File: config.mk
export PLATFORM = sky130hd
export DESIGN_NAME = pp_reorder_top
export DESIGN_NICKNAME = d
export VERILOG_FILES = /design/src/pp_reorder_pkg.sv /design/src/dp_ram.sv /design/src/pq_buffer.sv /design/src/frame_writer.sv /design/src/frame_reader.sv /design/src/pp_reorder_top.sv
export VERILOG_INCLUDE_DIRS = /design/src
export SDC_FILE = /design/constraint.sdc
export NUM_CORES = 1
export LEC_CHECK = 0
export BUFFER_PORTS_ARGS = -buffer_cell sky130_fd_sc_hd__buf_2
export CELL_PAD_IN_SITES_DETAIL_PLACEMENT = 1
export CELL_PAD_IN_SITES_GLOBAL_PLACEMENT = 1
export CORE_MARGIN = 2
export CORE_UTILIZATION = 47
export DETAILED_ROUTE_END_ITERATION = 6
export GPL_TIMING_DRIVEN = 0
export PLACE_DENSITY = 0.82
export REMOVE_ABC_BUFFERS = 1
export SLEW_MARGIN = 10
export SYNTH_ARGS = -nofsm -noshare
export SYNTH_HDL_FRONTEND = slang
export SYNTH_SLANG_ARGS = --single-unit
File: constraint.sdc
create_clock -name clk -period 2.4 [get_ports clk]
set_input_delay 0.24 -clock clk [delete_from_list [all_inputs] [get_ports clk]]
set_output_delay 0.24 -clock clk [all_outputs]
set_load 0.02 [all_outputs]
File: src/pp_reorder_consts.svh
`ifndef PP_REORDER_CONSTS_SVH
`define PP_REORDER_CONSTS_SVH

// --------------------
// datapath sizes

// one sample
`define DATA_WIDTH 8

// bank address, one frame fills one bank
`define ADDR_WIDTH 4

// --------------------
// framing

// samples per frame
`define FRAME_LEN (1 << `ADDR_WIDTH)

`endif

File: src/pp_reorder_pkg.sv
`include "pp_reorder_consts.svh"

package pp_reorder_pkg;

    // order in which a finished frame leaves the buffer
    typedef enum logic {
        ORDER_LINEAR   = 1'b0,
        ORDER_REVERSED = 1'b1
    } order_e;

    // --------------------
    // bank ports

    // one write port of a bank
    typedef struct packed {
        logic                   en;
        logic [`ADDR_WIDTH-1:0] addr;
        logic [`DATA_WIDTH-1:0] data;
    } wr_port_t;

    // one read port of a bank
    typedef struct packed {
        logic                   en;
        logic [`ADDR_WIDTH-1:0] addr;
    } rd_port_t;

    // --------------------
    // FSM states

    // writer sweeps zeros first, then fills frames
    typedef enum logic {
        ST_CLEAR = 1'b0,
        ST_FILL  = 1'b1
    } wr_state_e;

    typedef enum logic {
        ST_IDLE = 1'b0,
        ST_READ = 1'b1
    } rd_state_e;

endpackage

File: src/dp_ram.sv
`include "pp_reorder_consts.svh"

module dp_ram import pp_reorder_pkg::*; (
    input  logic                   clk,
    input  logic                   arst_n,
    input  wr_port_t               wr,
    input  rd_port_t               rd,
    output logic [`DATA_WIDTH-1:0] rdata
);

    // one word per address
    localparam int DEPTH = 1 << `ADDR_WIDTH;

    logic [`DATA_WIDTH-1:0] mem [DEPTH];

    // --------------------
    // write side

    always_ff @(posedge clk) begin
        if (wr.en) begin
            mem[wr.addr] <= wr.data;
        end
    end

    // --------------------
    // read side

    // old word comes out when a write hits the same address
    // output holds while rd.en is low
    always_ff @(posedge clk or negedge arst_n) begin
        if (!arst_n) begin
            rdata <= '0;
        end else if (rd.en) begin
            rdata <= mem[rd.addr];
        end
    end

endmodule

File: src/pq_buffer.sv
`include "pp_reorder_consts.svh"

module pq_buffer import pp_reorder_pkg::*; (
    input  logic                   clk,
    input  logic                   arst_n,
    input  logic                   ctrl,
    input  logic                   clear,
    input  wr_port_t               wr1,
    input  wr_port_t               wr2,
    input  rd_port_t               rd1,
    input  rd_port_t               rd2,
    output logic [`DATA_WIDTH-1:0] dout1,
    output logic [`DATA_WIDTH-1:0] dout2
);

    localparam int FRAME_LEN = `FRAME_LEN;

    wr_port_t               bank1_wr;
    wr_port_t               bank2_wr;
    rd_port_t               bank1_rd;
    rd_port_t               bank2_rd;
    logic [`DATA_WIDTH-1:0] bank1_q;
    logic [`DATA_WIDTH-1:0] bank2_q;
    logic                   ctrl_q;

    // --------------------
    // port crossing

    // ctrl high puts port 1 on bank 1 and port 2 on bank 2
    // clear writes both banks at the port-1 address
    always_comb begin
        bank1_wr.en   = clear | (ctrl ? wr1.en : wr2.en);
        bank1_wr.addr = (clear | ctrl) ? wr1.addr : wr2.addr;
        bank1_wr.data = (clear | ctrl) ? wr1.data : wr2.data;

        bank2_wr.en   = clear | (ctrl ? wr2.en : wr1.en);
        bank2_wr.addr = (clear | !ctrl) ? wr1.addr : wr2.addr;
        bank2_wr.data = (clear | ctrl) ? wr2.data : wr1.data;

        bank1_rd = ctrl ? rd1 : rd2;
        bank2_rd = ctrl ? rd2 : rd1;
    end

    // --------------------
    // banks

    dp_ram bunit1 (
        .clk    (clk),
        .arst_n (arst_n),
        .wr     (bank1_wr),
        .rd     (bank1_rd),
        .rdata  (bank1_q)
    );

    dp_ram bunit2 (
        .clk    (clk),
        .arst_n (arst_n),
        .wr     (bank2_wr),
        .rd     (bank2_rd),
        .rdata  (bank2_q)
    );

    // --------------------
    // output crossing

    // read data is one cycle behind its address, so is the select
    always_ff @(posedge clk or negedge arst_n) begin
        if (!arst_n) begin
            ctrl_q <= 1'b1;
        end else begin
            ctrl_q <= ctrl;
        end
    end

    assign dout1 = ctrl_q ? bank1_q : bank2_q;
    assign dout2 = ctrl_q ? bank2_q : bank1_q;

    // --------------------
    // checks

    // sweep owns both write ports
    a_no_fill_during_clear: assert property (
        @(posedge clk) disable iff (!arst_n)
        !(wr1.en && clear)
    );

    // a swap only lands on the first read of a burst
    // the one before it must be a full frame back, so the burst never crosses banks
    a_ctrl_held_for_burst: assert property (
        @(posedge clk) disable iff (!arst_n)
        (rd2.en && $changed(ctrl)) |-> ($past(ctrl, FRAME_LEN) == $past(ctrl))
    );

endmodule

File: src/frame_writer.sv
`include "pp_reorder_consts.svh"

module frame_writer import pp_reorder_pkg::*; (
    input  logic                   clk,
    input  logic                   arst_n,
    input  logic                   in_valid,
    input  logic [`DATA_WIDTH-1:0] in_data,
    input  order_e                 order_in,
    output wr_port_t               wr,
    output logic                   clear,
    output logic                   ctrl,
    output logic                   frame_ready,
    output logic                   init_busy,
    output order_e                 frame_order
);

    localparam int AW        = `ADDR_WIDTH;
    localparam int FRAME_LEN = `FRAME_LEN;

    wr_state_e              state;
    logic [AW-1:0]          cnt;
    logic                   last;
    logic                   wr_en_q;
    logic [AW-1:0]          wr_addr_q;
    logic [`DATA_WIDTH-1:0] wr_data_q;

    // shared by the sweep and the sample count
    assign last = (cnt == AW'(FRAME_LEN - 1));

    // --------------------
    // FSM

    always_ff @(posedge clk or negedge arst_n) begin
        if (!arst_n) begin
            state       <= ST_CLEAR;
            cnt         <= '0;
            wr_en_q     <= 1'b0;
            frame_ready <= 1'b0;
            frame_order <= ORDER_LINEAR;
            ctrl        <= 1'b1;
        end else begin
            wr_en_q     <= 1'b0;
            frame_ready <= 1'b0;

            // swap one cycle after the last sample, once its write is done
            if (frame_ready) begin
                ctrl <= ~ctrl;
            end

            case (state)
                ST_CLEAR: begin
                    cnt <= cnt + 1'b1;
                    if (last) begin
                        state <= ST_FILL;
                    end
                end
                ST_FILL: begin
                    if (in_valid) begin
                        wr_en_q <= 1'b1;
                        cnt     <= cnt + 1'b1;
                        if (last) begin
                            frame_ready <= 1'b1;
                            frame_order <= order_in;
                        end
                    end
                end
            endcase
        end
    end

    // sample stage in front of the bank
    always_ff @(posedge clk) begin
        if (state == ST_FILL && in_valid) begin
            wr_addr_q <= cnt;
            wr_data_q <= in_data;
        end
    end

    assign clear     = (state == ST_CLEAR);
    assign init_busy = clear;

    // sweep address comes straight from the counter
    assign wr.en   = wr_en_q;
    assign wr.addr = clear ? cnt : wr_addr_q;
    assign wr.data = clear ? '0 : wr_data_q;

endmodule

File: src/frame_reader.sv
`include "pp_reorder_consts.svh"

module frame_reader import pp_reorder_pkg::*; (
    input  logic                   clk,
    input  logic                   arst_n,
    input  logic                   frame_ready,
    input  order_e                 frame_order,
    input  logic [`DATA_WIDTH-1:0] rdata,
    output rd_port_t               rd,
    output wr_port_t               wr,
    output logic                   out_valid,
    output logic [`DATA_WIDTH-1:0] out_data
);

    localparam int AW        = `ADDR_WIDTH;
    localparam int FRAME_LEN = `FRAME_LEN;

    rd_state_e     state;
    logic [AW-1:0] cnt;
    logic          rd_en;
    logic [AW-1:0] rd_addr;

    // --------------------
    // address walk

    // ST_READ covers the first 15 reads
    // the 16th goes out from ST_IDLE, which can already take the next frame
    always_ff @(posedge clk or negedge arst_n) begin
        if (!arst_n) begin
            state     <= ST_IDLE;
            cnt       <= '0;
            rd_en     <= 1'b0;
            rd_addr   <= '0;
            out_valid <= 1'b0;
        end else begin
            out_valid <= rd_en;

            case (state)
                ST_IDLE: begin
                    rd_en <= frame_ready;
                    if (frame_ready) begin
                        state   <= ST_READ;
                        cnt     <= '0;
                        rd_addr <= (frame_order == ORDER_REVERSED) ? '1 : '0;
                    end
                end
                ST_READ: begin
                    cnt <= cnt + 1'b1;
                    if (frame_order == ORDER_REVERSED) begin
                        rd_addr <= rd_addr - 1'b1;
                    end else begin
                        rd_addr <= rd_addr + 1'b1;
                    end
                    if (cnt == AW'(FRAME_LEN - 2)) begin
                        state <= ST_IDLE;
                    end
                end
            endcase
        end
    end

    assign rd.en   = rd_en;
    assign rd.addr = rd_addr;

    // zero each word as it is read, the bank is read first
    assign wr.en   = rd_en;
    assign wr.addr = rd_addr;
    assign wr.data = '0;

    assign out_data = rdata;

    // --------------------
    // checks

    // a frame takes 16 samples, so the walk is always done in time
    a_no_ready_while_reading: assert property (
        @(posedge clk) disable iff (!arst_n)
        frame_ready |-> (state == ST_IDLE)
    );

endmodule

File: src/pp_reorder_top.sv
`include "pp_reorder_consts.svh"

module pp_reorder_top import pp_reorder_pkg::*; (
    input  logic                   clk,
    input  logic                   arst_n,
    input  logic                   in_valid,
    input  logic [`DATA_WIDTH-1:0] in_data,
    input  order_e                 order_in,
    input  logic                   peek_en,
    input  logic [`ADDR_WIDTH-1:0] peek_addr,
    output logic                   init_busy,
    output logic                   out_valid,
    output logic [`DATA_WIDTH-1:0] out_data,
    output logic [`DATA_WIDTH-1:0] peek_data
);

    // writer side
    wr_port_t               fill_wr;
    logic                   clear;
    logic                   ctrl;
    logic                   frame_ready;
    order_e                 frame_order;

    // reader side
    rd_port_t               drain_rd;
    wr_port_t               drain_wr;
    logic [`DATA_WIDTH-1:0] drain_data;

    // peek goes through the filling bank's read port
    rd_port_t               peek_rd;

    assign peek_rd.en   = peek_en;
    assign peek_rd.addr = peek_addr;

    frame_writer i_frame_writer (
        .clk         (clk),
        .arst_n      (arst_n),
        .in_valid    (in_valid),
        .in_data     (in_data),
        .order_in    (order_in),
        .wr          (fill_wr),
        .clear       (clear),
        .ctrl        (ctrl),
        .frame_ready (frame_ready),
        .init_busy   (init_busy),
        .frame_order (frame_order)
    );

    frame_reader i_frame_reader (
        .clk         (clk),
        .arst_n      (arst_n),
        .frame_ready (frame_ready),
        .frame_order (frame_order),
        .rdata       (drain_data),
        .rd          (drain_rd),
        .wr          (drain_wr),
        .out_valid   (out_valid),
        .out_data    (out_data)
    );

    pq_buffer i_pq_buffer (
        .clk    (clk),
        .arst_n (arst_n),
        .ctrl   (ctrl),
        .clear  (clear),
        .wr1    (fill_wr),
        .wr2    (drain_wr),
        .rd1    (peek_rd),
        .rd2    (drain_rd),
        .dout1  (peek_data),
        .dout2  (drain_data)
    );

endmodule

# After elaboration in Yosys (flattened, before gate mapping)
# Memory sizes are Yosys's and may differ from the RTL's. A register that Yosys moved wholly into a read port is not among the register bits.
# Cells that the tools add are included.
dict set report word_totals {
  regBits 33
  latchBits 0
  ram_bits 256
  mem_bits_ro 0
  inputBits 17
  mem_count 2
}
dict set report op_classes {
  add_sub_neg 4
  multipliers 0
  div 0
  magnitude_cmp 0
  n_eq_ne 4
  n_shift 0
  mux 33
  n_bitwise 7
  reduce_logical 5
}
# name words word_bits read_ports rd_clocked_by_memory_dff wr line
set memory_table {}
lappend memory_table {i_pq_buffer.bunit1.mem 16 8 1 1 1 dp_ram.sv:14} ;# logic [`DATA_WIDTH-1:0] mem [DEPTH];
lappend memory_table {i_pq_buffer.bunit2.mem 16 8 1 1 1 dp_ram.sv:14}
# op n
set ops {}
lappend ops {{$mux 8} 5}
lappend ops {{$mux 4} 8}
lappend ops {{$pmux 4 s2} 3}
lappend ops {{$mux 1} 14}
lappend ops {{$add 4x1->4 const B} 3}
lappend ops {{$mux 5} 2}
lappend ops {{$eq 4x4->1 const B} 2}
lappend ops {{$ne 2x2->1 const B} 2}
lappend ops {{$or 1x1->1} 4}
lappend ops {{$sub 4x1->4 const B} 1}
lappend ops {{$logic_not 1->1} 3}
lappend ops {{$not 1->1} 3}
lappend ops {{$reduce_and 3->1} 1}
lappend ops {{$pmux 1 s2} 1}
lappend ops {{$logic_and 1x1->1} 1}

# Longest topological paths before layout
dict set report depth {
  ltp_word 4
  ltp_mapped 10
}

# By module
# Synthesis repeated with hierarchy kept, for this count alone.
dict set report unflattened {
  cells_unflattened 677
  hier_area_um2 12990.0
}
# module n_inst cells_per_inst area_each_um2
set by_module_without_submodules {}
lappend by_module_without_submodules {dp_ram 2 240 5331.4}
lappend by_module_without_submodules {frame_writer 1 52 824.5}
lappend by_module_without_submodules {frame_reader 1 83 753.2}
lappend by_module_without_submodules {pq_buffer 1 62 749.5}

# Worst setup path after synthesis
# No wires, ideal clock.
dict set report synth_timing {
  path_kind {reg-to-reg}
  from {register i_frame_writer.ctrl}
  to {memory i_pq_buffer.bunit1.mem[11][0] in the netlist's numbering, enable pin}
  setup_ns 0.370
  t_arrival_ns 2.086
  slack_ns -0.057
  path_stages_with_launch 10
  period_less_slack_ns 2.457
  path_cell_list {dfstp_2 > buf_6 > buf_6 > buf_4 > buf_2 > nand2_1 > a31o_2 > a31oi_1 > nand2_1 > nor2_1}
}
dict set report synth_via {
  elab_chain_len 4
}
# element line
set synth_rtl {}
lappend synth_rtl {{start, declared} frame_writer.sv:11} ;# output logic ctrl,
lappend synth_rtl {{start signal, assigned} frame_writer.sv:47} ;# ctrl <= ~ctrl;
lappend synth_rtl {{$mux 1} pq_buffer.sv:32} ;# bank1_wr.en = clear | (ctrl ? wr1.en : wr2.en);
lappend synth_rtl {{$or 1x1->1} pq_buffer.sv:32}
lappend synth_rtl {{$mux 1} dp_ram.sv:20} ;# if (wr.en) begin
lappend synth_rtl {{$mux 1 (implied by the code)} dp_ram.sv:21} ;# mem[wr.addr] <= wr.data;
lappend synth_rtl {{end, declared} dp_ram.sv:14}
# Several ways; a longest one is shown, not always the timed one.

# Final worst setup path
dict set report layout_timing {
  from {register i_frame_writer.ctrl}
  to {register i_pq_buffer.bunit1.rdata[6], read port of i_pq_buffer.bunit1.mem}
}
dict set report layout_via {
  elab_chain_len 1
}
# element line
set layout_rtl {}
lappend layout_rtl {{$mux 5} pq_buffer.sv:40} ;# bank1_rd = ctrl ? rd1 : rd2;
lappend layout_rtl {{end, declared} dp_ram.sv:8} ;# output logic [`DATA_WIDTH-1:0] rdata
# No other way between the ends.
# A chain may end at the register's enable or synchronous reset.

==> parameters.txt <==
Parameter                              Value

GRT
  Total congestion overflow after global routing ... 0
  Initial antenna violation count ... 0
  GR Layer Usage met2 ... 54.8%
  Vias in the first global route ... roughly 13,000
  Met1 global-route usage ... between 40% and 50%
  Tot GR Track Use ... 33.7%
  Most crowded layer after global routing ... met2
  First-pass GRT wire length ... 82,500 um
  Maximum number of pins on one net before global-route repair ... just over 60
  Met3 global-route usage ... between 7 and 8%

Place
  Detailed placer's ending HPWL ... ~27,000 um
  Number of cells after detailed placement ... roughly 1,500
  Port bufs ... 34
  Gpl congestion ... slightly above 0.8
  Post-placement cell area ... ~15,000 sq um

Clock network
  Clock latency on the worst-skew pair ... approximately 540 ps
  Clock tree from TritonCTS ... done
  Clk root buf ... sky130_fd_sc_hd__clkbuf_16
  Htree depth ... 2
  Bufs on Longest Clock Path ... 3
  CTS clk-pin slew, worst paths ... roughly 60 ps
  Sinks on the clock net ... about 310
  CTS buffer count ... 34

Hold path
  Number of cells traversed by the worst hold path ... 3
  Hold Startpoint ... in_valid
  Hold WC Path Type ... in -> reg
  Worst Hold Path EP ... i_frame_writer.frame_ready

Critical path
  Critical Path End Type ... flip-flop
  R2R setup slack ... -270 ps
  Origin of the critical flop-to-flop path ... i_frame_writer.ctrl
  Class of the most critical setup path ... reg -> reg
  Cell depth of the worst flop-to-flop path ... 7
  Launching element type of the critical path ... flip-flop
  CP Data Arrival Time ... ~3100 ps
  FF-to-FF End ... i_pq_buffer.bunit1.rdata[6]
  Endpoint required time on the critical path ... between 2000 and 3000 ps
  Largest driver fanout on the critical path ... 7

Outcome
  Result of the run ... complete, but fails checks
  Violated checks ... setup timing

STA
  Setup repair after global routing missed its margin ... true
  Relative max-transition margin ... between 20% and 30%
  Setup TNS ... -12,860 ps
  Transition time at the pin with the least slew margin ... ~1100 ps
  Hold Worst Slack ... ~17 ps
  Smallest setup slack after layout ... -274 ps
  Number of failing hold endpoints at the final stage ... 0
  Final period utilization ... 111%
  Fmax ... approximately 370 MHz
  Final Skew ... 30.3 ps
  Total of endpoints with negative setup slack in the final report ... approximately 150
  Number of pins with negative max-slew slack in the final report ... 0
  Post-layout minimum cycle time ... between 2000 and 3000 ps

Route
  Detailed-route DRC error count ... 0
  Detailed Route Iter0 Violations ... 2,098
  Vias per std cell ... around 7.4
  Via count of the routed design ... about 13,000
  Average wire per standard cell ... around 36 um
  Antenna Nets Post-Route ... 0
  Number of search-and-repair iterations in the first detailed-routing pass ... 6
  WL final ... 60,800 um

Finish
  Non-Filler Cell Area, Final ... approximately 18,000 sq um
  Number of diodes added for antenna fixing ... 0
  Final instance count without filler cells ... between 1,500 and 2,000
  Number of nets in the layout ... about 1,300
  Post-synthesis to final-layout area growth ... 25.3%
  Share of post-route cells with drive strength above 1 ... between 20 and 30%

Die
  Initial core utilization ... 47.8%
  Floorplan die height ... approximately 180 um
  Placement Rows ... 64
  I/O pin count ... 35
  Die area ... around 33,000 sq um
  Floorplan Core Area ... slightly above 30,000 sq um
  Die X ... 181 um

Pwr
  Fraction of power consumed by the clock network ... just over 20%
  Leakage power summed over all cells ... 6.45 nW
  Power per unit of standard cell area ... 1330 nW/um^2
  Proportion of total power due to net switching ... 43.4%
  Internal power ... about 14 mW
  Part of the total power dissipated in sequential elements ... between 30% and 40%
  Net switching component of the power ... between 10 and 15 mW
  IR Drop Worst-Case VDD ... 0.547 mV
  Combinational fraction of design power ... between 40% and 50%

Synth
  Number of warnings issued by yosys ... 0
  Post-synthesis register bit count ... a little over 300
  Post-synth EDFFs ... 268
  Syn Inst Count ... 1,203
  Post-Syn Area ... around 15,000 sq um
  Dominant register cell in the synthesized netlist ... sky130_fd_sc_hd__edfxtp_1
  Distinct cell type count of the synthesized netlist ... a little over 70
  Avg Cell Area, Syn ... roughly 12 sq um
  Register area share after synthesis ... roughly three fifths
  Fraction of registers with async set or reset after synthesis ... around an eighth

Job
  MaxCap Viol Count ... 0
synth_stat cells (9+ instances only):
master | instances | area (sq um)
sky130_fd_sc_hd__a21o_1 | 31 | 233
sky130_fd_sc_hd__inv_1 | 27 | 101
sky130_fd_sc_hd__a31oi_1 | 21 | 131
sky130_fd_sc_hd__nand2_1 | 70 | 263
sky130_fd_sc_hd__mux4_2 | 18 | 405
sky130_fd_sc_hd__clkbuf_1 | 37 | 139
sky130_fd_sc_hd__nor3_1 | 20 | 100
sky130_fd_sc_hd__nand2b_1 | 29 | 181
sky130_fd_sc_hd__a21oi_1 | 116 | 581
sky130_fd_sc_hd__nand3_1 | 14 | 70.1
sky130_fd_sc_hd__buf_2 | 38 | 190
sky130_fd_sc_hd__a32oi_1 | 11 | 96.3
sky130_fd_sc_hd__a211oi_1 | 79 | 593
sky130_fd_sc_hd__edfxtp_1 | 268 | 8050
sky130_fd_sc_hd__o211ai_1 | 21 | 158
sky130_fd_sc_hd__and3_1 | 20 | 125
sky130_fd_sc_hd__nor2_1 | 79 | 297
sky130_fd_sc_hd__o22ai_1 | 17 | 106
sky130_fd_sc_hd__dfrtp_1 | 35 | 876
sky130_fd_sc_hd__mux2_2 | 17 | 191
sky130_fd_sc_hd__o21ai_0 | 68 | 340
sky130_fd_sc_hd__buf_4 | 9 | 67.6
power by group through the flow:
stage | Combinational [mW] | Sequential [mW] | Clock [mW]
5_1_grt | 12.2 | 7.66 | 5.21
2_1_floorplan | 4.74 | 7.66 | 0
6_report | 11.9 | 7.63 | 5.03
4_1_cts | 9.78 | 7.50 | 4.88
3_5_place_dp | 7.38 | 7.91 | 0
3_3_place_gp | 6.56 | 8.24 | 0
cells in the final DEF, fill, tap and decap left out, types with 7 or more instances in the layout:
cell type / n
sky130_fd_sc_hd__clkinv_2: 8
sky130_fd_sc_hd__a31oi_1: 11
sky130_fd_sc_hd__nor2_1: 46
sky130_fd_sc_hd__a21o_1: 31
sky130_fd_sc_hd__dfrtp_1: 30
sky130_fd_sc_hd__nand2_2: 12
sky130_fd_sc_hd__buf_2: 32
sky130_fd_sc_hd__nor2_4: 33
sky130_fd_sc_hd__buf_4: 43
sky130_fd_sc_hd__clkbuf_1: 9
sky130_fd_sc_hd__o21ai_1: 11
sky130_fd_sc_hd__nor3_1: 15
sky130_fd_sc_hd__clkbuf_16: 38
sky130_fd_sc_hd__a211o_1: 8
sky130_fd_sc_hd__a211oi_1: 72
sky130_fd_sc_hd__buf_16: 7
sky130_fd_sc_hd__o22ai_1: 16
sky130_fd_sc_hd__o211ai_1: 21
sky130_fd_sc_hd__a21oi_1: 111
sky130_fd_sc_hd__a32oi_1: 8
sky130_fd_sc_hd__mux2_2: 16
sky130_fd_sc_hd__inv_1: 25
sky130_fd_sc_hd__mux4_2: 18
sky130_fd_sc_hd__nand3_1: 14
sky130_fd_sc_hd__buf_12: 37
sky130_fd_sc_hd__nand2b_1: 25
sky130_fd_sc_hd__nand2_4: 11
sky130_fd_sc_hd__dlygate4sd3_1: 10
sky130_fd_sc_hd__and3_1: 19
sky130_fd_sc_hd__o21ai_0: 60
sky130_fd_sc_hd__a22oi_1: 7
sky130_fd_sc_hd__clkinv_1: 7
sky130_fd_sc_hd__nand2_1: 47
sky130_fd_sc_hd__edfxtp_1: 268
how the worst max path moves through the flow:
stage                        start  slack (ps)                           to  depth (start not counted)
6_report       i_frame_writer.ctrl        -270  i_pq_buffer.bunit1.rdata[6]                          7
5_1_grt        i_frame_writer.ctrl        -240  i_pq_buffer.bunit1.rdata[6]                          7
4_1_cts        i_frame_writer.ctrl          -2  i_pq_buffer.bunit2.rdata[1]                          8
3_5_place_dp   i_frame_writer.ctrl       -1400  i_pq_buffer.bunit2.rdata[4]                          8
3_3_place_gp   i_frame_writer.ctrl       -5080  i_pq_buffer.bunit2.rdata[4]                          5
2_1_floorplan  i_frame_writer.ctrl       -2440  i_pq_buffer.bunit1.rdata[1]                          6
logic make-up after synthesis:
| group | share of synthesized area (%) |
|---|---|
| AO/OA/AOI/OAI | 20.7 |
| flip-flops | 61.2 |
| AND/OR/NAND/NOR | 8.57 |
| buffers and inverters | 4.06 |
| multiplexers | 4.43 |
| XOR/XNOR | 0.478 |
| adder cells (fa/ha/maj) | 0.563 |
metrics by stage:
step / total power, mW / worst slack, ps / util, %
after floorplan: 12.4 / -2440 / -
after global placement: 14.8 / -5080 / 48.4
after detailed placement: 15.3 / -1400 / 48.9
after CTS: 22.2 / -2.41 / 57.9
after global routing: 25.0 / -239 / 59.9
final: 24.5 / -274 / 59.9
area by class of cell:
class	instances	area, sq um
clock inverter	17	105
clock buffer	44	910
timing repair buffer	142	1810
sequential	305	9000
inverter	30	130
tap	396	495
fill	2959	12300
multi-input combinational	775	5930
metal layers:
| metal | routed length [um] | part of all wire (%) |
|---|---|---|
| met5 | 0 | 0 |
| met4 | 4210 | 6.9 |
| met3 | 7770 | 13 |
| met2 | 28400 | 47 |
| met1 | 20400 | 34 |
critical path, stage by stage, from the launching register on:
cell	delay [ps]
sky130_fd_sc_hd__dfstp_4	700
sky130_fd_sc_hd__bufbuf_16	310
sky130_fd_sc_hd__nand2_2	230
sky130_fd_sc_hd__o22ai_4	370
sky130_fd_sc_hd__nor2_1	130
sky130_fd_sc_hd__a22oi_1	280
sky130_fd_sc_hd__a21oi_1	180
sky130_fd_sc_hd__a2111o_1	360
timing repair:
item,in CTS,in global routing
resized for setup,126,93
cloned,7,5
hold buffers,10,0
buffers inserted,66,17
pin swaps,33,21
hold endpoints to repair,44,0
endpoints found under the setup margin,403,352
flip-flops by register name (all words and copies together) (netlist names), 4 cells and up:
register / count
i_frame_writer.cnt: 4
i_frame_reader.cnt: 4
i_frame_reader.rd_addr: 4
i_frame_writer.wr_addr_q: 4
i_pq_buffer.bunit1.mem: 128
i_frame_writer.wr_data_q: 8
i_pq_buffer.bunit1.rdata: 8
i_pq_buffer.bunit2.rdata: 8
i_pq_buffer.bunit2.mem: 128
(Power assumes the default switching activity.)
